File: config.mk
export PLATFORM = sky130hd
export DESIGN_NAME = rs_top
export DESIGN_NICKNAME = d
export VERILOG_FILES = /design/src/verilog/rs_pkg.sv /design/src/verilog/rs_ctrl_if.sv /design/src/verilog/rs_select.sv /design/src/verilog/rs_entry_array.sv /design/src/verilog/rs_top.sv
export VERILOG_INCLUDE_DIRS = /design/src /design/src/verilog
export SDC_FILE = /design/constraint.sdc
export NUM_CORES = 1
export LEC_CHECK = 0
export BUFFER_PORTS_ARGS = -buffer_cell sky130_fd_sc_hd__buf_2
export CAP_MARGIN = 30
export CORE_ASPECT_RATIO = 1.5
export CORE_MARGIN = 4
export CORE_UTILIZATION = 53
export CTS_CLUSTER_SIZE = 24
export DETAILED_ROUTE_END_ITERATION = 7
export GPL_TIMING_DRIVEN = 0
export MAX_ROUTING_LAYER = met4
export PLACE_DENSITY = 0.72
export RECOVER_POWER = 50
export SETUP_SLACK_MARGIN = 0.5
export SYNTH_ARGS = -nofsm -noshare
export SYNTH_HDL_FRONTEND = slang
export SYNTH_HIERARCHICAL = 1
export SYNTH_SLANG_ARGS = --single-unit
File: constraint.sdc
create_clock -name clk_i -period 10.9 [get_ports clk_i]
set_clock_uncertainty 0.1 [all_clocks]
set_input_delay 0.545 -clock clk_i [delete_from_list [all_inputs] [get_ports clk_i]]
set_output_delay 0.545 -clock clk_i [all_outputs]
set_load 0.005 [all_outputs]
File: src/verilog/rs_cfg.svh
`ifndef RS_CFG_SVH
`define RS_CFG_SVH

// reservation station sizing

// number of station entries
`define RS_ENTRIES 4

// log2 of entry count
`define RS_IDX_W 2

// age counter, saturates at all ones
`define RS_AGE_W 3

`define RS_TAG_W 4      // physical register tag
`define RS_OP_W 6       // opcode field

// age width has headroom over entry count so the
// distinct-age ordering holds for a full station

`endif

File: src/verilog/rs_pkg.sv
`include "rs_cfg.svh"

package rs_pkg;

    // one bit per station entry
    typedef logic [`RS_ENTRIES-1:0] rs_vec_t;

    // entry number
    typedef logic [`RS_IDX_W-1:0] rs_idx_t;

    // per entry age, higher is older
    typedef logic [`RS_AGE_W-1:0] rs_age_t;

    // register tag, used both for dst and src
    typedef logic [`RS_TAG_W-1:0] rs_tag_t;

    // opcode, passed through untouched
    typedef logic [`RS_OP_W-1:0] rs_op_t;

    // tags stand in for operand values,
    // so no data type is needed here

endpackage

File: src/verilog/rs_ctrl_if.sv
// control bundle between entry storage and the allocate/issue selector
interface rs_ctrl_if;

    // status from the array
    rs_pkg::rs_vec_t free;       // entry empty
    rs_pkg::rs_vec_t ready;      // valid and both srcs ready
    logic            dispatch;   // qualified dispatch, station not full

    // decisions from the selector
    rs_pkg::rs_vec_t alloc;      // one-hot, lowest free entry
    rs_pkg::rs_vec_t issue;      // one-hot pick or zero
    rs_pkg::rs_idx_t issue_idx;  // index of the pick

    // array side, owns storage and valid bits
    modport array (
        output free,
        output ready,
        output dispatch,
        input  alloc,
        input  issue,
        input  issue_idx
    );

    // selector side, owns the age counters
    modport sel (
        input  free,
        input  ready,
        input  dispatch,
        output alloc,
        output issue,
        output issue_idx
    );

endinterface

File: src/verilog/rs_select.sv
`include "rs_cfg.svh"

// allocation and oldest-ready issue picker
// keeps one age counter per entry
module rs_select (
    input  logic          clk_i,
    input  logic          arst_n_i,
    rs_ctrl_if.sel        ctrl
);

    // age per entry
    rs_pkg::rs_age_t age_q [`RS_ENTRIES];

    // allocation scan
    logic            alloc_found;

    // issue scan
    logic            pick_found;
    rs_pkg::rs_age_t best_age;
    rs_pkg::rs_idx_t best_idx;

    // allocate
    // lowest index free entry becomes the dispatch target
    // selector does not look at full, the array qualifies dispatch
    always_comb begin
        alloc_found = 1'b0;
        ctrl.alloc  = '0;
        for (int i = 0; i < `RS_ENTRIES; i++) begin
            if (ctrl.free[i] && !alloc_found) begin
                ctrl.alloc[i] = 1'b1;   // first free one wins
                alloc_found   = 1'b1;
            end
        end
    end

    // age counters
    // free entry sits at zero, so a fresh dispatch starts at zero
    // occupied entries bump on every accepted dispatch
    always_ff @(posedge clk_i or negedge arst_n_i) begin
        if (!arst_n_i) begin
            for (int i = 0; i < `RS_ENTRIES; i++) begin
                age_q[i] <= '0;
            end
        end else begin
            for (int i = 0; i < `RS_ENTRIES; i++) begin
                if (ctrl.free[i]) begin
                    age_q[i] <= '0;                     // empty, hold at zero
                end else if (ctrl.dispatch && (age_q[i] != '1)) begin
                    age_q[i] <= age_q[i] + 1'b1;        // someone newer arrived
                end
            end
        end
    end

    // an entry issued this cycle still counts as occupied here,
    // its age is cleared one cycle later once valid drops

    // issue pick
    // highest age among ready entries
    // strict compare so ties fall to the lowest index
    always_comb begin
        pick_found = 1'b0;
        best_age   = '0;
        best_idx   = '0;
        for (int i = 0; i < `RS_ENTRIES; i++) begin
            if (ctrl.ready[i] && (!pick_found || (age_q[i] > best_age))) begin
                pick_found = 1'b1;
                best_age   = age_q[i];
                best_idx   = rs_pkg::rs_idx_t'(i);
            end
        end
    end

    // one-hot from the chosen index
    always_comb begin
        ctrl.issue = '0;
        if (pick_found) begin
            ctrl.issue[best_idx] = 1'b1;
        end
    end

    assign ctrl.issue_idx = best_idx;   // don't care when nothing ready

    // alloc draws from free entries and issue from valid ones,
    // so the two vectors can never overlap in a cycle

endmodule

File: src/verilog/rs_entry_array.sv
`include "rs_cfg.svh"

// entry storage for the reservation station
// valid bits, tags, ready bits, wakeup and the issue mux
module rs_entry_array (
    input  logic            clk_i,
    input  logic            arst_n_i,
    rs_ctrl_if.array        ctrl,

    // dispatch side
    input  logic            dispatch_i,
    input  rs_pkg::rs_op_t  op_i,
    input  rs_pkg::rs_tag_t dst_i,
    input  rs_pkg::rs_tag_t src1_i,
    input  logic            src1_rdy_i,
    input  rs_pkg::rs_tag_t src2_i,
    input  logic            src2_rdy_i,

    // result bus
    input  logic            cdb_valid_i,
    input  rs_pkg::rs_tag_t cdb_tag_i,

    // status and issue
    output logic            full_o,
    output logic            issue_valid_o,
    output rs_pkg::rs_op_t  issue_op_o,
    output rs_pkg::rs_tag_t issue_dst_o
);

    // control state
    rs_pkg::rs_vec_t valid_q;

    // payload, written on dispatch only
    rs_pkg::rs_op_t  op_q     [`RS_ENTRIES];
    rs_pkg::rs_tag_t dst_q    [`RS_ENTRIES];
    rs_pkg::rs_tag_t s1_tag_q [`RS_ENTRIES];
    rs_pkg::rs_tag_t s2_tag_q [`RS_ENTRIES];
    rs_pkg::rs_vec_t s1_rdy_q;
    rs_pkg::rs_vec_t s2_rdy_q;

    // broadcast matches
    logic            s1_bypass;     // incoming src1 hit on cdb this cycle
    logic            s2_bypass;
    rs_pkg::rs_vec_t s1_wake;       // stored src1 hit on cdb
    rs_pkg::rs_vec_t s2_wake;

    // status to selector
    assign ctrl.free  = ~valid_q;
    assign ctrl.ready = valid_q & s1_rdy_q & s2_rdy_q;

    // full is a plain level, dispatch while full is dropped
    assign full_o        = &valid_q;
    assign ctrl.dispatch = dispatch_i & ~full_o;

    // dispatch-time bypass
    // a tag broadcast in the same cycle is already produced
    assign s1_bypass = cdb_valid_i && (cdb_tag_i == src1_i);
    assign s2_bypass = cdb_valid_i && (cdb_tag_i == src2_i);

    // tag compare per entry
    always_comb begin
        for (int i = 0; i < `RS_ENTRIES; i++) begin
            s1_wake[i] = cdb_valid_i && (s1_tag_q[i] == cdb_tag_i);
            s2_wake[i] = cdb_valid_i && (s2_tag_q[i] == cdb_tag_i);
        end
    end

    // valid bits
    // set on dispatch into the allocated slot, cleared on issue
    // alloc and issue never point at the same entry
    always_ff @(posedge clk_i or negedge arst_n_i) begin
        if (!arst_n_i) begin
            valid_q <= '0;
        end else begin
            for (int i = 0; i < `RS_ENTRIES; i++) begin
                if (ctrl.dispatch && ctrl.alloc[i]) begin
                    valid_q[i] <= 1'b1;
                end else if (ctrl.issue[i]) begin
                    valid_q[i] <= 1'b0;     // freed, usable next cycle
                end
            end
        end
    end

    // payload and operand ready bits
    // ready bits only matter while valid is set
    always_ff @(posedge clk_i) begin
        for (int i = 0; i < `RS_ENTRIES; i++) begin
            if (ctrl.dispatch && ctrl.alloc[i]) begin
                op_q[i]     <= op_i;
                dst_q[i]    <= dst_i;
                s1_tag_q[i] <= src1_i;
                s2_tag_q[i] <= src2_i;
                s1_rdy_q[i] <= src1_rdy_i | s1_bypass;
                s2_rdy_q[i] <= src2_rdy_i | s2_bypass;
            end else begin
                // wakeup, sticky once set
                if (s1_wake[i]) begin
                    s1_rdy_q[i] <= 1'b1;
                end
                if (s2_wake[i]) begin
                    s2_rdy_q[i] <= 1'b1;
                end
            end
        end
    end

    // issue read
    // combinational from registered state, fields are don't care when idle
    assign issue_valid_o = |ctrl.issue;
    assign issue_op_o    = op_q[ctrl.issue_idx];
    assign issue_dst_o   = dst_q[ctrl.issue_idx];

endmodule

File: src/verilog/rs_top.sv
`include "rs_cfg.svh"

// four entry reservation station, out-of-order issue
// array holds the entries, select does alloc and age-ordered pick
module rs_top (
    input  logic            clk_i,
    input  logic            arst_n_i,

    // dispatch strobe and instruction fields
    input  logic            dispatch_i,
    input  rs_pkg::rs_op_t  op_i,
    input  rs_pkg::rs_tag_t dst_i,
    input  rs_pkg::rs_tag_t src1_i,
    input  logic            src1_rdy_i,
    input  rs_pkg::rs_tag_t src2_i,
    input  logic            src2_rdy_i,

    // result broadcast
    input  logic            cdb_valid_i,
    input  rs_pkg::rs_tag_t cdb_tag_i,

    // back-pressure for dispatch
    output logic            full_o,

    // issue port, always accepted downstream
    output logic            issue_valid_o,
    output rs_pkg::rs_op_t  issue_op_o,
    output rs_pkg::rs_tag_t issue_dst_o
);

    // alloc/issue control between array and selector
    rs_ctrl_if ctrl_if ();

    rs_entry_array u_array (
        .clk_i         (clk_i),
        .arst_n_i      (arst_n_i),
        .ctrl          (ctrl_if.array),
        .dispatch_i    (dispatch_i),
        .op_i          (op_i),
        .dst_i         (dst_i),
        .src1_i        (src1_i),
        .src1_rdy_i    (src1_rdy_i),
        .src2_i        (src2_i),
        .src2_rdy_i    (src2_rdy_i),
        .cdb_valid_i   (cdb_valid_i),
        .cdb_tag_i     (cdb_tag_i),
        .full_o        (full_o),
        .issue_valid_o (issue_valid_o),
        .issue_op_o    (issue_op_o),
        .issue_dst_o   (issue_dst_o)
    );

    // age counters live here
    rs_select u_select (
        .clk_i    (clk_i),
        .arst_n_i (arst_n_i),
        .ctrl     (ctrl_if.sel)
    );

endmodule

==> results.md, run 1 <==
- Outcome: finished clean
- Post-DR vias/cell: 5.49
- Ys async rst share: approximately 17%
- CP delay by family, top: compound AO/OA/AOI/OAI gates
- Highest Signal Layer: met4
- CTS HTree Levels: 3
- Post-layout min period: 6.09 ns
- DR pass1 iterations: 4
- Top FF cell, synth: edfxtp_1
- CP startpoint kind: register
- Most frequent cell after synthesis: edfxtp_1
- Critical path fanouts, max: 10
- Crit path DAT: between 5 and 6 ns
- First-pass GRT wire length: around 14000 um
- Synth area leaders: edfxtp_1 52%, dfrtp_1 8.7%, xnor2_1 7.2%, mux4_2 4.9%, ha_1 4.6%
- DR WL met2: 4500 um
- Max-slew headroom: 40.0%
- Fin crit share: ~56%
- HP Class: in2async
- Share of cells above drive strength 1: about 15%
- Die Y: roughly 120 um
- Port Buf Inserts: 33
- Crit path kind: reg2out
- DP Wirelength: between 5000 and 6000 um
- Max-slew violations: 0
- Largest net degree at the start of global routing: 19
- Die area: a little over 10000 um2
- # nets final: around 420
- CP Capture Type: output pin
- PwrDens: around 240 nW/um2
- CP max stage cell: dfrtp_1
- Initial core utilization: 54.6%
- Critical path buffers and inverters: 3
- Metal-1 WL: between 3000 and 4000 um
- Number of flops mapped to enable cells by yosys: 80
- Synth area leader: edfxtp_1
- Largest stage delay, worst path: about 0.37 ns
- YS warnings: 6
- Ports: 40
- DR DRC count: 0
- Drt initial violations: 105
- Routability congestion estimate: roughly 0.8
- Worst Max-Slew Pin Slew: roughly 0.9 ns
- Endpoints failing hold: 0
- Top cells by count, synth: 80 x edfxtp_1, 38 x xnor2_1, 19 x nor2_1, 18 x nand2_1, 17 x ha_1
- Flops & latches, synth: between 90 and 100
- Seq/Total Area, Yosys: around three fifths
- N_diodes: 0
- Final worst slack: ~4.8 ns
- Setup Viol. Count Final: 0
- Max_cap viols: 0
- Distinct cells, synth: 47
- Clock transition at path regs: about 0.070 ns
- Num CTS Buffers: 9
- WP data required: 10.26 ns
- Maximum clock path buffer count: 2
- CTS Hold Bufs: 0
- DR vias: between 2k and 3k
- Post_cts resized: 0
- WL final: around 8300 um
- Fmax: 164 MHz
- CTS Sinks: 96
- Unrepaired setup endpoints after global routing: no
- Clock Latency Late Sink: between 0.3 and 0.4 ns
- Initial antenna violation count: 0
- Gr usage total: 18.4%
- Met3 routed WL: around 240 um
- Grt ovf: 0
- CTS tree: done
- P&R area growth vs syn: 12.8%
- Post-CTS Setup Inserts: 0
- Mapped Nets: 374
- Number of global-route vias before repair: between 2k and 3k
- VDD IR max: 0.159 mV
- Core footprint: roughly 8400 um2
- CP Cell Sequence: and3_1, buf_4, nand2_1, ha_1, and3b_1, o21a_1, a21oi_1, nor2_1, ha_1, nor2b_1, o21a_1, o31a_4, o31ai_1, ha_1, nor2b_1, o21a_1, o311a_4, or2_1, clkbuf_2, mux4_2, buf_2
- Synthesized instance count: roughly 330
- Mean Syn Cell Area: 14.0 um2
- DIE WIDTH: 84.0 um
- TNS Setup: 0 ns
- Post-synth top area share: approximately 52%
- Leak pwr: 1.89 nW
- Per-cell routed wire length: around 17 um
- Root buffer cell: clkbuf_16
- Antenna Violating Nets Remaining: 0
- Synthesized area: 4590 um2
- Pre-CTS WS: 5.15 ns
- # rows: 41
==> power breakdown <==
part / internal, mW / leakage, nW / switching (mW)
logic: 0.192 / 0.810 / 0.220
clock network: 0.180 / 0.144 / 0.134
registers: 0.472 / 0.935 / 0.0287
total: 0.844 / 1.89 / 0.382
==> metrics by stage <==
| step | hold slack (ns) | utilization, % | power (mW) | instances | instance area [um2] |
|---|---|---|---|---|---|
| 2_1_floorplan | 0.149 | - | 0.804 | 329 | 4590 |
| 3_3_place_gp | 0.379 | 58.2 | 0.916 | 469 | 4890 |
| 3_5_place_dp | 0.381 | 58.4 | 0.929 | 470 | 4910 |
| 4_1_cts | 0.00850 | 62.0 | 1.25 | 486 | 5220 |
| 5_1_grt | 0.282 | 61.6 | 1.31 | 486 | 5180 |
| 6_report | 0.208 | 61.6 | 1.23 | 486 | 5180 |
==> placed cells by master (no fill, tap or decap), types with 11 or more instances in the layout <==
cell type and n:
edfxtp_1 80, xnor2_1 38, clkbuf_1 19, nor2_1 19
nand2_1 18, ha_1 17, dfrtp_1 16, buf_2 14
inv_1 14, o21ai_0 13, nand3_1 12, nor3_1 11
==> path summary, 6_finish.rpt <==
| path | startpoint | endpoint | slack (ns) | cells past startpoint |
|---|---|---|---|---|
| min in group clk_i | op_i[1] | u_array/op_q[3][1] | 0.35 | 1 |
| worst min-delay path | arst_n_i | u_select/age_q[6] | 0.21 | 1 |
| worst max register to register | u_array/valid_q[0] | u_array/valid_q[0] | 6.05 | 19 |
| worst max-delay path | u_array/valid_q[0] | issue_op_o[2] | 4.81 | 21 |
| max in group asynchronous | arst_n_i | u_array/valid_q[2] | 9.94 | 1 |
| worst min register to register | u_select/age_q[10] | u_select/age_q[10] | 0.46 | 2 |
==> cells by family after synthesis <==
logic type                 Yosys count  synth area share, %
DFF                                 96                 61.0
and+or+nand+nor                     85                 9.31
AOI/OAI and AO/OA                   45                 7.05
xor gates and xnor gates            44                 8.39
buffers and inverters               26                 3.40
adders and majority gates           17                 4.63
muxes                               16                 6.21
==> per-layer routing <==
| layer | GRT usage (%) | vias to the layer above |
|---|---|---|
| met5 | - | - |
| met4 | 9.05 | 0 |
| met3 | 3.04 | 16 |
| met2 | 32.2 | 43 |
| met1 | 20.4 | 1307 |
| li1 | - | 1301 |
==> final cells by class <==
type	instances	area, um2
fillers	668	3230
flip-flops and latches	96	2800
multi-input cells	207	1630
plain buffers	12	104
repair buffers	34	156
clock buffers	9	225
well taps	107	134
inverters	14	52.6
clock inverters	7	78.8
==> registers in the layout, indices dropped and copies added, names as in the netlist <==
name              flops
u_array/s1_tag_q     16
u_array/dst_q        16
u_array/s1_rdy_q      4
u_array/s2_rdy_q      4
u_select/age_q       12
u_array/op_q         24
u_array/valid_q       4
u_array/s2_tag_q     16
No activity file was read; power rests on OpenSTA's default activity.
==> inputs of run 2 (changes only) <==
==> constraint.sdc (replaced) <==
create_clock -name clk_i -period 6.32 [get_ports clk_i]
set_clock_uncertainty 0.1 [all_clocks]
set_input_delay 0.316 -clock clk_i [delete_from_list [all_inputs] [get_ports clk_i]]
set_output_delay 0.316 -clock clk_i [all_outputs]
set_load 0.005 [all_outputs]
==> run 2 against run 1 <==
- routed wire length is 2.5% higher
- first-iteration DRC count is 6.7% higher
- core utilization up 1.5 points
- sequential power up 73%
==> results.md, run 2 (synthesized netlist as in run 1, its figures left out) <==
- Max-slew headroom: between 30% and 40%
- Initial core utilization: between 50% and 60%
- N_diodes: 0
- Clock transition at path regs: ~0.070 ns
- Initial antenna violation count: 0
- Die Y: 122 um
- Number of flip-flops in the largest register: 24
- Core footprint: between 8000 and 9000 um2
- Num CTS Buffers: 9
- VDD IR max: 0.276 mV
- Root buffer cell: clkbuf_16
- Fin crit share: 88.9%
- Critical path fanouts, max: 10
- Clock Latency Late Sink: approximately 0.34 ns
- Pint: approximately 1.5 mW
- # rows: approximately 40
- DP Wirelength: 5950 um
- WL final: 8470 um
- Clock power share: ~25%
- Hold Path Origin: op_i[1]
- Critical R2R Launch: u_array/valid_q[0]
- CTS tree: done
- Gr usage total: a little under a fifth
- CP startpoint kind: register
- Crit path from: u_array/valid_q[0]
- Per-cell routed wire length: approximately 17 um
- HP Class: in2reg
- Sw Ratio: 31.5%
- Share of cells above drive strength 1: a little under a fifth
- # nets final: between 400 and 500
- FILL cells: 663
- Final worst slack: roughly 0.70 ns
- CP Capture Type: output pin
- Most frequent cells in the layout: 80 x edfxtp_1, 38 x xnor2_1, 20 x clkbuf_1
- Setup Viol. Count Final: 0
- Sequential power share: about two fifths
- DR DRC count: 0
- Routability congestion estimate: 0.819
- Total power: ~2.2 mW
- Fmax: 178 MHz
- P&R area growth vs syn: 15.6%
- Post-DR vias/cell: between 5 and 6
- Die area: 10300 um2
- DR vias: between 2k and 3k
- WP data required: 5.90 ns
- Pre-CTS WS: about 0.8 ns
- Drt initial violations: 112
- Biggest register: u_array/op_q
- Worst Max-Slew Pin Slew: 0.912 ns
- Comb pwr share: between 30% and 40%
- CTS HTree Levels: 3
- Port Buf Inserts: 33
- Unrepaired setup endpoints after global routing: no
- DIE WIDTH: 84.0 um
- Endpoints failing hold: 0
- Min-Delay Path Depth: 1
- Largest net degree at the start of global routing: 19
- Max-slew violations: 0
- Outcome: finished clean
- Crit path DAT: about 5.2 ns
- TNS Setup: 0 ns
- Crit path kind: reg2out
- Antenna Violating Nets Remaining: 0
- Grt ovf: 0
- Post-layout min period: 5.62 ns
- Ports: 40
- Number of global-route vias before repair: between 2k and 3k
- Cells on worst reg2reg path: 19
- PwrDens: roughly 400 nW/um2
- DR pass1 iterations: 4
- Maximum clock path buffer count: 2
- Leak pwr: just under 2 nW
- CTS Sinks: 96
- Max_cap viols: 0
- First-pass GRT wire length: ~14000 um
- Net load switching power: roughly 700 uW
- Commonest non-fill, non-tap cell in the layout: edfxtp_1
-- run 2: power by group through the flow --
stage,logic (mW),clock network (mW),registers (mW)
global placement,0.705,0,0.875
floorplan,0.524,0,0.863
detailed placement,0.723,0,0.880
CTS,0.738,0.556,0.867
finish,0.778,0.542,0.865
global route,0.872,0.578,0.877
-- run 2: final timing paths --
check                                      to  slack, ns
max in group asynchronous   u_select/age_q[3]       5.04
min                        u_array/op_q[3][1]       0.12
max reg2reg                u_array/valid_q[0]       1.68
max                             issue_op_o[2]       0.70
min in group asynchronous   u_select/age_q[8]       0.52
min reg2reg                 u_select/age_q[1]       0.47
-- run 2: metal layers --
layer | wire length [um] | global-route usage, %
met1 | 3360 | 20.3
met2 | 4690 | 32.0
met3 | 229 | 3.11
met4 | 196 | 9.46
met5 | 0 | -
-- run 2: per-stage QoR --
| step | hold WS, ns | util, % | cells | cell area [um2] |
|---|---|---|---|---|
| after global placement | 0.150 | 58.2 | 469 | 4890 |
| after floorplan | -0.0796 | - | 329 | 4590 |
| after detailed placement | 0.152 | 58.4 | 470 | 4910 |
| after global routing | 0.141 | 63.1 | 492 | 5310 |
| after CTS | 0.0711 | 62.3 | 487 | 5240 |
| final | 0.124 | 63.1 | 492 | 5310 |
-- run 2: critical path: stages, from the launching register on --
cell      delay, ns
dfrtp_1        0.37
and3_4         0.23
buf_8          0.13
nand2_2        0.08
ha_4           0.25
a21o_1         0.19
o21a_1         0.23
a21oi_2        0.17
nor2_1         0.07
ha_1           0.31
nor2b_1        0.13
o21a_1         0.20
o31a_4         0.38
o31ai_4        0.24
ha_1           0.26
nor2b_1        0.13
o21a_1         0.17
o311a_4        0.35
o21bai_4       0.20
buf_6          0.16
mux4_2         0.43
buf_2          0.14
-- run 2: cell type report --
type                       instances  area [um2]  area share [%]
clock buffer                       9         225            4.24
tap                              107         134            2.52
buffer                            12         110            2.07
clock inverter                     7        78.8            1.48
timing repair buffer              40         208            3.91
inverter                          14        52.6           0.989
multi-input combinational        207        1700            32.0
sequential                        96        2800            52.8
-- run 2: repair_timing --
action / in CTS / in global routing
resized for setup: 4 / 16
pin swaps: 0 / 5
endpoints found under the hold margin: 16 / 0
setup endpoints to repair: 10 / 10
gates cloned: 0 / 1
setup buffers: 0 / 4
hold buffers: 1 / 0
